===== src/design/hello_pkg.sv =====
// Register map and bus types shared by the hello-world register block
// Address decode is exact on all 32 bits and there is no address aliasing
package hello_pkg;

  // ------------------------------------------------
  // Widths that carry a meaning
  // ------------------------------------------------
  // Byte address on the control bus
  typedef logic [31:0] addr_t;
  // One bus data word
  typedef logic [31:0] data_t;
  // Byte lane strobes that the registers ignore
  typedef logic [3:0]  strb_t;
  // AXI response code
  typedef logic [1:0]  resp_t;
  // One bit per virtual LED or DIP switch
  typedef logic [15:0] led_t;

  // ------------------------------------------------
  // Register map
  // ------------------------------------------------
  localparam addr_t HELLO_WORLD_ADDR = 32'h0000_0500;
  localparam addr_t VLED_ADDR        = 32'h0000_0504;

  // Read data for any address outside the map
  localparam data_t UNIMPL_VALUE = 32'hdead_dead;

  // Only response ever returned
  localparam resp_t RESP_OKAY = 2'b00;

  // ------------------------------------------------
  // Bus bundles
  // ------------------------------------------------
  // Host to slave
  typedef struct packed {
    logic  awvalid;
    addr_t awaddr;
    logic  wvalid;
    data_t wdata;
    strb_t wstrb;
    logic  bready;
    logic  arvalid;
    addr_t araddr;
    logic  rready;
  } ocl_req_t;

  // Slave to host
  typedef struct packed {
    logic  awready;
    logic  wready;
    logic  bvalid;
    resp_t bresp;
    logic  arready;
    logic  rvalid;
    data_t rdata;
    resp_t rresp;
  } ocl_rsp_t;

  // Single-cycle write strobe into the register file
  typedef struct packed {
    logic  en;
    addr_t addr;
    data_t data;
  } reg_wr_t;

endpackage


===== src/design/ocl_slave.sv =====
// Single-beat AXI-Lite slave and one outstanding access per channel
// Write strobes are ignored and every response is OKAY
`timescale 1ns/100ps

module ocl_slave import hello_pkg::*; (
  input  logic     clk_main_a0,
  input  logic     rst_main_n_sync,
  input  ocl_req_t req,
  output ocl_rsp_t rsp,
  output reg_wr_t  reg_wr,
  output addr_t    rd_addr,
  input  data_t    rd_data
);

  // Write channel state
  logic  wr_active;
  addr_t wr_addr;
  logic  aw_fire;
  logic  wready;
  logic  bvalid;

  // Read channel state
  logic  rd_pending;
  addr_t rd_addr_q;
  logic  ar_fire;
  logic  arready;
  logic  rvalid;
  data_t rdata;

  // ------------------------------------------------
  // Write address
  // ------------------------------------------------
  // Address taken whenever no write is in flight
  assign aw_fire = req.awvalid && !wr_active;

  // Active from address accept until the B beat is taken
  always_ff @(posedge clk_main_a0) begin
    if (!rst_main_n_sync) begin
      wr_active <= 1'b0;
    end else if (wr_active && bvalid && req.bready) begin
      wr_active <= 1'b0;
    end else if (aw_fire) begin
      wr_active <= 1'b1;
    end
  end

  // Target address for the data beat
  always_ff @(posedge clk_main_a0) begin
    if (aw_fire) begin
      wr_addr <= req.awaddr;
    end
  end

  // ------------------------------------------------
  // Write data and response
  // ------------------------------------------------
  // Data accepted combinationally once the address is held
  assign wready = wr_active && req.wvalid;

  // B beat raised the edge after the data beat
  always_ff @(posedge clk_main_a0) begin
    if (!rst_main_n_sync) begin
      bvalid <= 1'b0;
    end else if (bvalid && req.bready) begin
      bvalid <= 1'b0;
    end else if (wready) begin
      bvalid <= 1'b1;
    end
  end

  // Register write lands on the data beat edge
  assign reg_wr.en   = wready;
  assign reg_wr.addr = wr_addr;
  assign reg_wr.data = req.wdata;

  // ------------------------------------------------
  // Read address
  // ------------------------------------------------
  // Blocked while a lookup or a response is outstanding
  assign arready = !rd_pending && !rvalid;
  assign ar_fire = req.arvalid && arready;

  // One-cycle lookup slot after accept
  always_ff @(posedge clk_main_a0) begin
    if (!rst_main_n_sync) begin
      rd_pending <= 1'b0;
    end else begin
      rd_pending <= ar_fire;
    end
  end

  always_ff @(posedge clk_main_a0) begin
    if (ar_fire) begin
      rd_addr_q <= req.araddr;
    end
  end

  // Decode in the register file works from the latched address
  assign rd_addr = rd_addr_q;

  // ------------------------------------------------
  // Read response
  // ------------------------------------------------
  // Handshake clears the beat back to zero
  always_ff @(posedge clk_main_a0) begin
    if (!rst_main_n_sync) begin
      rvalid <= 1'b0;
      rdata  <= '0;
    end else if (rvalid && req.rready) begin
      rvalid <= 1'b0;
      rdata  <= '0;
    end else if (rd_pending) begin
      rvalid <= 1'b1;
      rdata  <= rd_data;
    end
  end

  // Host-facing bundle
  always_comb begin
    rsp.awready = !wr_active;
    rsp.wready  = wready;
    rsp.bvalid  = bvalid;
    rsp.bresp   = RESP_OKAY;
    rsp.arready = arready;
    rsp.rvalid  = rvalid;
    rsp.rdata   = rdata;
    rsp.rresp   = RESP_OKAY;
  end

  // ------------------------------------------------
  // Protocol checks
  // ------------------------------------------------
  // R beat frozen under back-pressure
  a_rdata_hold : assert property (
    @(posedge clk_main_a0) disable iff (!rst_main_n_sync)
    rvalid && !req.rready |=> rvalid && $stable(rdata)
  ) else $error("read response changed while rready was low");

  // B beat only after a data beat and only inside the write it answers
  a_bvalid_cause : assert property (
    @(posedge clk_main_a0) disable iff (!rst_main_n_sync)
    bvalid |-> wr_active && (!$rose(bvalid) || $past(wready))
  ) else $error("bvalid without an active write and a preceding wready");

endmodule


===== src/design/hello_regs.sv =====
// Hello-world word and LED shadow with a combinational read decode
// Writes to unmapped or read-only addresses are dropped silently
`timescale 1ns/100ps

module hello_regs import hello_pkg::*; (
  input  logic    clk_main_a0,
  input  logic    rst_main_n_sync,
  input  reg_wr_t reg_wr,
  input  addr_t   rd_addr,
  output data_t   rd_data,
  output led_t    vled_shadow
);

  data_t hello_q;
  data_t hello_swapped;
  led_t  shadow_q;
  logic  hello_wr;

  // ------------------------------------------------
  // Hello-world register
  // ------------------------------------------------
  // Only an exact address match writes
  assign hello_wr = reg_wr.en && (reg_wr.addr == HELLO_WORLD_ADDR);

  // Full word replace on every write
  always_ff @(posedge clk_main_a0) begin
    if (!rst_main_n_sync) begin
      hello_q <= '0;
    end else if (hello_wr) begin
      hello_q <= reg_wr.data;
    end
  end

  // Reads return the bytes in reverse order
  assign hello_swapped = {hello_q[7:0], hello_q[15:8], hello_q[23:16], hello_q[31:24]};

  // ------------------------------------------------
  // LED shadow
  // ------------------------------------------------
  // Low half of the word one cycle behind
  always_ff @(posedge clk_main_a0) begin
    if (!rst_main_n_sync) begin
      shadow_q <= '0;
    end else begin
      shadow_q <= hello_q[15:0];
    end
  end

  assign vled_shadow = shadow_q;

  // ------------------------------------------------
  // Read decode
  // ------------------------------------------------
  // Upper half of the LED read is zero
  always_comb begin
    case (rd_addr)
      HELLO_WORLD_ADDR: rd_data = hello_swapped;
      VLED_ADDR:        rd_data = {16'h0000, shadow_q};
      default:          rd_data = UNIMPL_VALUE;
    endcase
  end

endmodule


===== src/design/vled_out.sv =====
// Virtual LED driver masked by the DIP switches
// DIP inputs are treated as asynchronous and pass two flops before use
`timescale 1ns/100ps

module vled_out import hello_pkg::*; (
  input  logic clk_main_a0,
  input  logic rst_main_n_sync,
  input  led_t vled_shadow,
  input  led_t vdip,
  output led_t vled
);

  led_t vdip_q1;
  led_t vdip_q2;
  led_t vled_q;

  // ------------------------------------------------
  // DIP synchronizer
  // ------------------------------------------------
  always_ff @(posedge clk_main_a0) begin
    if (!rst_main_n_sync) begin
      vdip_q1 <= '0;
      vdip_q2 <= '0;
    end else begin
      vdip_q1 <= vdip;
      vdip_q2 <= vdip_q1;
    end
  end

  // ------------------------------------------------
  // Masked output flop
  // ------------------------------------------------
  // A switch that is off forces its LED dark
  always_ff @(posedge clk_main_a0) begin
    if (!rst_main_n_sync) begin
      vled_q <= '0;
    end else begin
      vled_q <= vled_shadow & vdip_q2;
    end
  end

  assign vled = vled_q;

  // First value computed out of reset is still dark
  a_vled_reset : assert property (
    @(posedge clk_main_a0)
    $rose(rst_main_n_sync) |=> (vled == '0)
  ) else $error("vled not cleared after reset");

endmodule


===== src/design/hello_top.sv =====
// Hello-world register block behind one AXI-Lite control port
// Clock and reset are assumed to come in already synchronous to each other
`timescale 1ns/100ps

module hello_top import hello_pkg::*; (
  input  logic     clk_main_a0,
  input  logic     rst_main_n_sync,
  input  ocl_req_t ocl_req,
  output ocl_rsp_t ocl_rsp,
  input  led_t     vdip,
  output led_t     vled
);

  // ------------------------------------------------
  // Internal wiring
  // ------------------------------------------------
  // Slave to register file
  reg_wr_t reg_wr;
  addr_t   rd_addr;
  // Register file back to slave
  data_t   rd_data;
  // Register file to LED stage
  led_t    vled_shadow;

  // Bus slave
  ocl_slave u_ocl_slave (
    .clk_main_a0     (clk_main_a0),
    .rst_main_n_sync (rst_main_n_sync),
    .req             (ocl_req),
    .rsp             (ocl_rsp),
    .reg_wr          (reg_wr),
    .rd_addr         (rd_addr),
    .rd_data         (rd_data)
  );

  // Register file
  hello_regs u_hello_regs (
    .clk_main_a0     (clk_main_a0),
    .rst_main_n_sync (rst_main_n_sync),
    .reg_wr          (reg_wr),
    .rd_addr         (rd_addr),
    .rd_data         (rd_data),
    .vled_shadow     (vled_shadow)
  );

  // LED output stage
  vled_out u_vled_out (
    .clk_main_a0     (clk_main_a0),
    .rst_main_n_sync (rst_main_n_sync),
    .vled_shadow     (vled_shadow),
    .vdip            (vdip),
    .vled            (vled)
  );

endmodule


===== config.mk =====
export PLATFORM = sky130hd
export DESIGN_NAME = hello_top
export DESIGN_NICKNAME = d
export VERILOG_FILES = /design/src/design/hello_pkg.sv /design/src/design/ocl_slave.sv /design/src/design/hello_regs.sv /design/src/design/vled_out.sv /design/src/design/hello_top.sv
export SDC_FILE = /design/constraint.sdc
export NUM_CORES = 1
export LEC_CHECK = 0
export BUFFER_PORTS_ARGS = -buffer_cell sky130_fd_sc_hd__buf_2
export CAP_MARGIN = 20
export CORE_MARGIN = 8
export CORE_UTILIZATION = 56
export DETAILED_ROUTE_END_ITERATION = 12
export GPL_TIMING_DRIVEN = 0
export PLACE_DENSITY = 0.84
export SLEW_MARGIN = 15
export SYNTH_ARGS = -nofsm -noshare
export SYNTH_HDL_FRONTEND = slang
export SYNTH_SLANG_ARGS = --single-unit

===== constraint.sdc =====
create_clock -name clk_main_a0 -period 5.35 [get_ports clk_main_a0]
set_input_delay 1.3375 -clock clk_main_a0 [delete_from_list [all_inputs] [get_ports clk_main_a0]]
set_output_delay 1.3375 -clock clk_main_a0 [all_outputs]
set_load 0.05 [all_outputs]

# Word-level counts from Yosys, hierarchy flattened
# Index checks and enable logic that the tools add are counted.
[totals]
input_bits = 123
output_inout_bits = 57
regBits = 196
[op_classes]
bitwise_logic = 2
n_reduce_logical = 15
muxes = 1
n_eq_ne = 3
[ops]
columns = ["operator", "count"]
rows = [
  ["== test 32 x 11 -> 1 bit (second input constant)", 3],
  ["one-hot mux 32 bit (2 select lines)", 1],
  ["bitwise AND 16 bit", 1],
  ["logical AND 1 bit", 9],
  ["OR reduction 2 bit", 3],
  ["logical NOT 1 bit", 3],
  ["inverter 1 bit", 1],
]

# Depth between registers and ports, before layout
[depth]
depth_word = 3
depth_mapped = 5
mapped_depth_nobuf = 4

# Cells and area by module
# From an unflattened synthesis, not the netlist that was laid out.
[hier_totals]
hier_cells = 588
area_unflattened_um2 = 7081.8
[by_module_without_submodules]
columns = ["mod", "n_inst", "cells_each", "seq_area_each_um2", "area_each_um2"]
rows = [
  ["ocl_slave", 1, 227, 2642.5, 3557.2],
  ["hello_regs", 1, 260, 960.9, 2223.4],
  ["vled_out", 1, 101, 960.9, 1301.2],
]

# Least setup slack after synthesis
# Ideal clock, no wire load.
[synth_path]
path_type = "input to register"
start = "input port ocl_req[104] (netlist bit)"
end = "register u_ocl_slave.wr_addr[0] (enable)"
n_path_buf = 0
path_slack_ps = 2140
stages = 1
t_arrival_ps = 2785
path_cell_list = "nor2b_1"
[synth_between]
elab_chain_len = 1
[synth_rtl]
columns = ["item", "line_no", "text"]
rows = [
  ["from (decl)", "hello_top.sv:8", "input ocl_req_t ocl_req,"],
  ["logical AND 1 bit", "ocl_slave.sv:34", "assign aw_fire = req.awvalid && !wr_active;"],
  ["to (signal assigned)", "ocl_slave.sv:50", "wr_addr <= req.awaddr;"],
  ["to (decl)", "ocl_slave.sv:17", "addr_t wr_addr;"],
]
# No other way between the ends.
# A chain may end at the register's enable or synchronous reset.

==> flow_summary.yaml <==
floorplanning:
  rows: 40
  num_io_pins: 180
  initial_core_util: 0.5632
  core_sq_mm: 0.01181
  die_w_um: 125.0
  die_area_sq_mm: 0.01562
  die_height_um: 125.0
route:
  antenna_left: 0
  drt_iter0_drc: 268
  vias: 4432
  routedWlPerCell_um: 17.29
  drt-total-wl_um: 15280
  first_pass_iters: 4
  drc: 0
  viasPerCell: 5.014
cells_and_area:
  num_antenna_cells: 0
  areaGrowthSynthToFinish_pct: 24.49
  fin_cells: 884
  fillers: 831
  drive_above_1_share: 0.3080
  fin_nets: 847
yosys:
  postSynthCellCount: 531
  synth_warnings: 0
  ys_types: 32
  syn_area_sq_mm: 0.006653
  avgSynthCellArea_sq_um: 12.53
  ys_seq_elements: 196
  yosysSeqAreaShare: 0.6861
timing:
  fin_setup_tns_ps: 0
  slew-limit-headroom: 0.4366
  clock.fmax_mhz: 306.0
  finalCritPeriodShare: 0.6108
  rsz0062_at_grt: "false"
  drv_slew: 0
  skew_ps: 13.71
  period_needed_ps: 3268
  tightest_slew_ps: 845.1
  setup_viol: 0
  final_hold_viol_count: 0
global_routing:
  grt_util_all_layers: 0.1976
  grt_max_degree: 33
  grt_pass1_vias: 4710
  grt_pass1_wl_um: 24000
  grt_remaining_overflow: 0
  antenna_found_initial: 0
clock_network:
  clockRootBuffer: "clkbuf_16"
  clock_latency_ps: 430
  cts-hold-fix-buffers: 0
  clock_sinks: 196
  clk_pin_slew_worst_paths_ps: 70
  h-tree-depth: 4
  cts_buffers: 17
  clk_path_buf_depth: 2
  postCtsResizedCells: 0
  post_cts_buffers: 0
  cts_tree: "done"
setup_path:
  end_kind: "output port"
  arrival_ps: 1930
  worstPathRequired_ps: 4010
  slowest_delay_ps: 240
  crit_top_cell: "buf_2"
  crit_fanout: 3
  crit_slowest_cell: "buf_2"
  critical_path.cell_chain: "buf_2, nand2_4, inv_1, buf_4, buf_2"
  path_class: "in2out"
  critPathLaunchType: "input pin"
placement:
  dpl.cell_count: 852
  io_buffers: 170
  dp.final_hpwl_um: 11420
  gp_congestion: 0.8076
pwr:
  power_density_mw_per_mm2: 366.5
  p_leak_nw: 3.661
  vdd_ir_drop_max_mv: 0.2328
status:
  status: "finished, final reports clean"
hold_path:
  holdCritPathClass: "reg2reg"
job:
  maxCapViolCount: 0
==> layer usage <==
metal,global-route usage,routed length (um),up-vias
li1,-,-,2190
met1,0.2378,6626,2083
met2,0.3263,7514,138
met3,0.05992,888,21
met4,0.07808,252,0
met5,0,0,-
==> critical path, delay by kind of cell <==
family                 cells  cell delay, ps
buffers and inverters      4             510
AND/OR/NAND/NOR            1              70
==> cell usage after synthesis, drive strengths merged <==
cell type     instances  share of area
buf                  17          0.022
nand3                 1         0.0015
o21ai                23          0.017
and3                 17          0.016
or4                   1         0.0017
inv                  18          0.010
a31oi                 1        0.00094
clkbuf               20          0.011
nor4b                 8          0.011
nand2b               11          0.010
a21oi                22          0.017
and2                 34          0.032
o21a                 10          0.011
a21boi                1         0.0011
dfxtp               132           0.40
dlymetal6s2s          1         0.0019
nand2                65          0.038
nor2                  2         0.0011
nor2b                12          0.011
mux2i                49          0.074
nand4                 3         0.0038
edfxtp               64           0.29
nor4bb                1         0.0015
nor4                 12          0.015
conb                  1        0.00056
nor3                  5         0.0038
==> flip-flops by register name, summed over array words and instances (netlist names) <==
signal and cells:
u_hello_regs.hello_q 32, u_hello_regs.vled_shadow 16, u_ocl_slave.bvalid 1, u_ocl_slave.rd_addr 32, u_ocl_slave.rd_pending 1, u_ocl_slave.rdata 32
u_ocl_slave.rvalid 1, u_ocl_slave.wr_active 1, u_ocl_slave.wr_addr 32, u_vled_out.vdip_q1 16, u_vled_out.vdip_q2 16, u_vled_out.vled 16
==> report_power, final <==
part	switching, W	internal, W	leakage, nW
sequential	0.0000212	0.00160	1.69
combinational	0.000143	0.0000773	1.70
clock	0.000552	0.000642	0.273
total	0.000717	0.00232	3.66
==> per-stage QoR <==
step	hold slack [ps]	util	worst slack (ps)	power, W	instance area, sq um
2_1_floorplan	411.9	-	2140	0.001784	6664
3_3_place_gp	416.6	0.6518	1771	0.001862	7699
3_5_place_dp	417.7	0.6537	2073	0.001875	7721
4_1_cts	434.0	0.7012	2072	0.003048	8282
5_1_grt	443.6	0.7012	2003	0.003146	8282
6_report	435.3	0.7012	2082	0.003035	8282
==> final timing paths <==
| kind | from | to | cells after the start | slack (ps) |
|---|---|---|---|---|
| min reg2reg | u_vled_out.vdip_q1[15]$_SDFF_PN0_ | u_vled_out.vdip_q2[15]$_SDFF_PN0_ | 1 | 440 |
| min | u_vled_out.vdip_q1[15]$_SDFF_PN0_ | u_vled_out.vdip_q2[15]$_SDFF_PN0_ | 1 | 440 |
| max | ocl_req[71] | ocl_rsp[39] | 5 | 2080 |
| max reg2reg | u_ocl_slave.rd_pending$_SDFF_PN0_ | u_ocl_slave.rdata[9]$_SDFFE_PP0P_ | 5 | 3270 |
==> layout by cell type (no fill, tap or decap), types with 3 or more instances in the layout <==
master	n
o21ai_0	23
clkbuf_8	3
o21a_1	10
nor4_1	9
buf_4	8
a21oi_1	22
clkbuf_16	17
buf_6	7
inv_1	18
inv_6	3
nor2b_1	11
clkbuf_1	21
nor4b_1	8
nand2b_1	11
dfxtp_1	132
mux2i_1	49
buf_2	172
and2_1	34
clkinv_4	3
conb_1	4
and3_1	17
edfxtp_1	64
nor3_1	5
nand2_1	64
==> final cells by class <==
class,count,area (sq um),area share
tap,147,183.9,0.02221
sequential,196,4564,0.5511
inverter,18,67.56,0.008158
multi-input combinational,282,1803,0.2177
clock inverter,11,90.09,0.01088
clock buffer,21,470.5,0.05681
timing repair buffer,171,865.8,0.1045
buffer,38,236.5,0.02855
==> logic make-up after synthesis <==
family	synth area share
AOI/OAI and AO/OA	0.04721
buffers and inverters	0.04570
DFF	0.6861
muxes	0.07373
other	0.0005637
and+or+nand+nor	0.1467
Note: power is estimated with default switching activity, not from simulation.
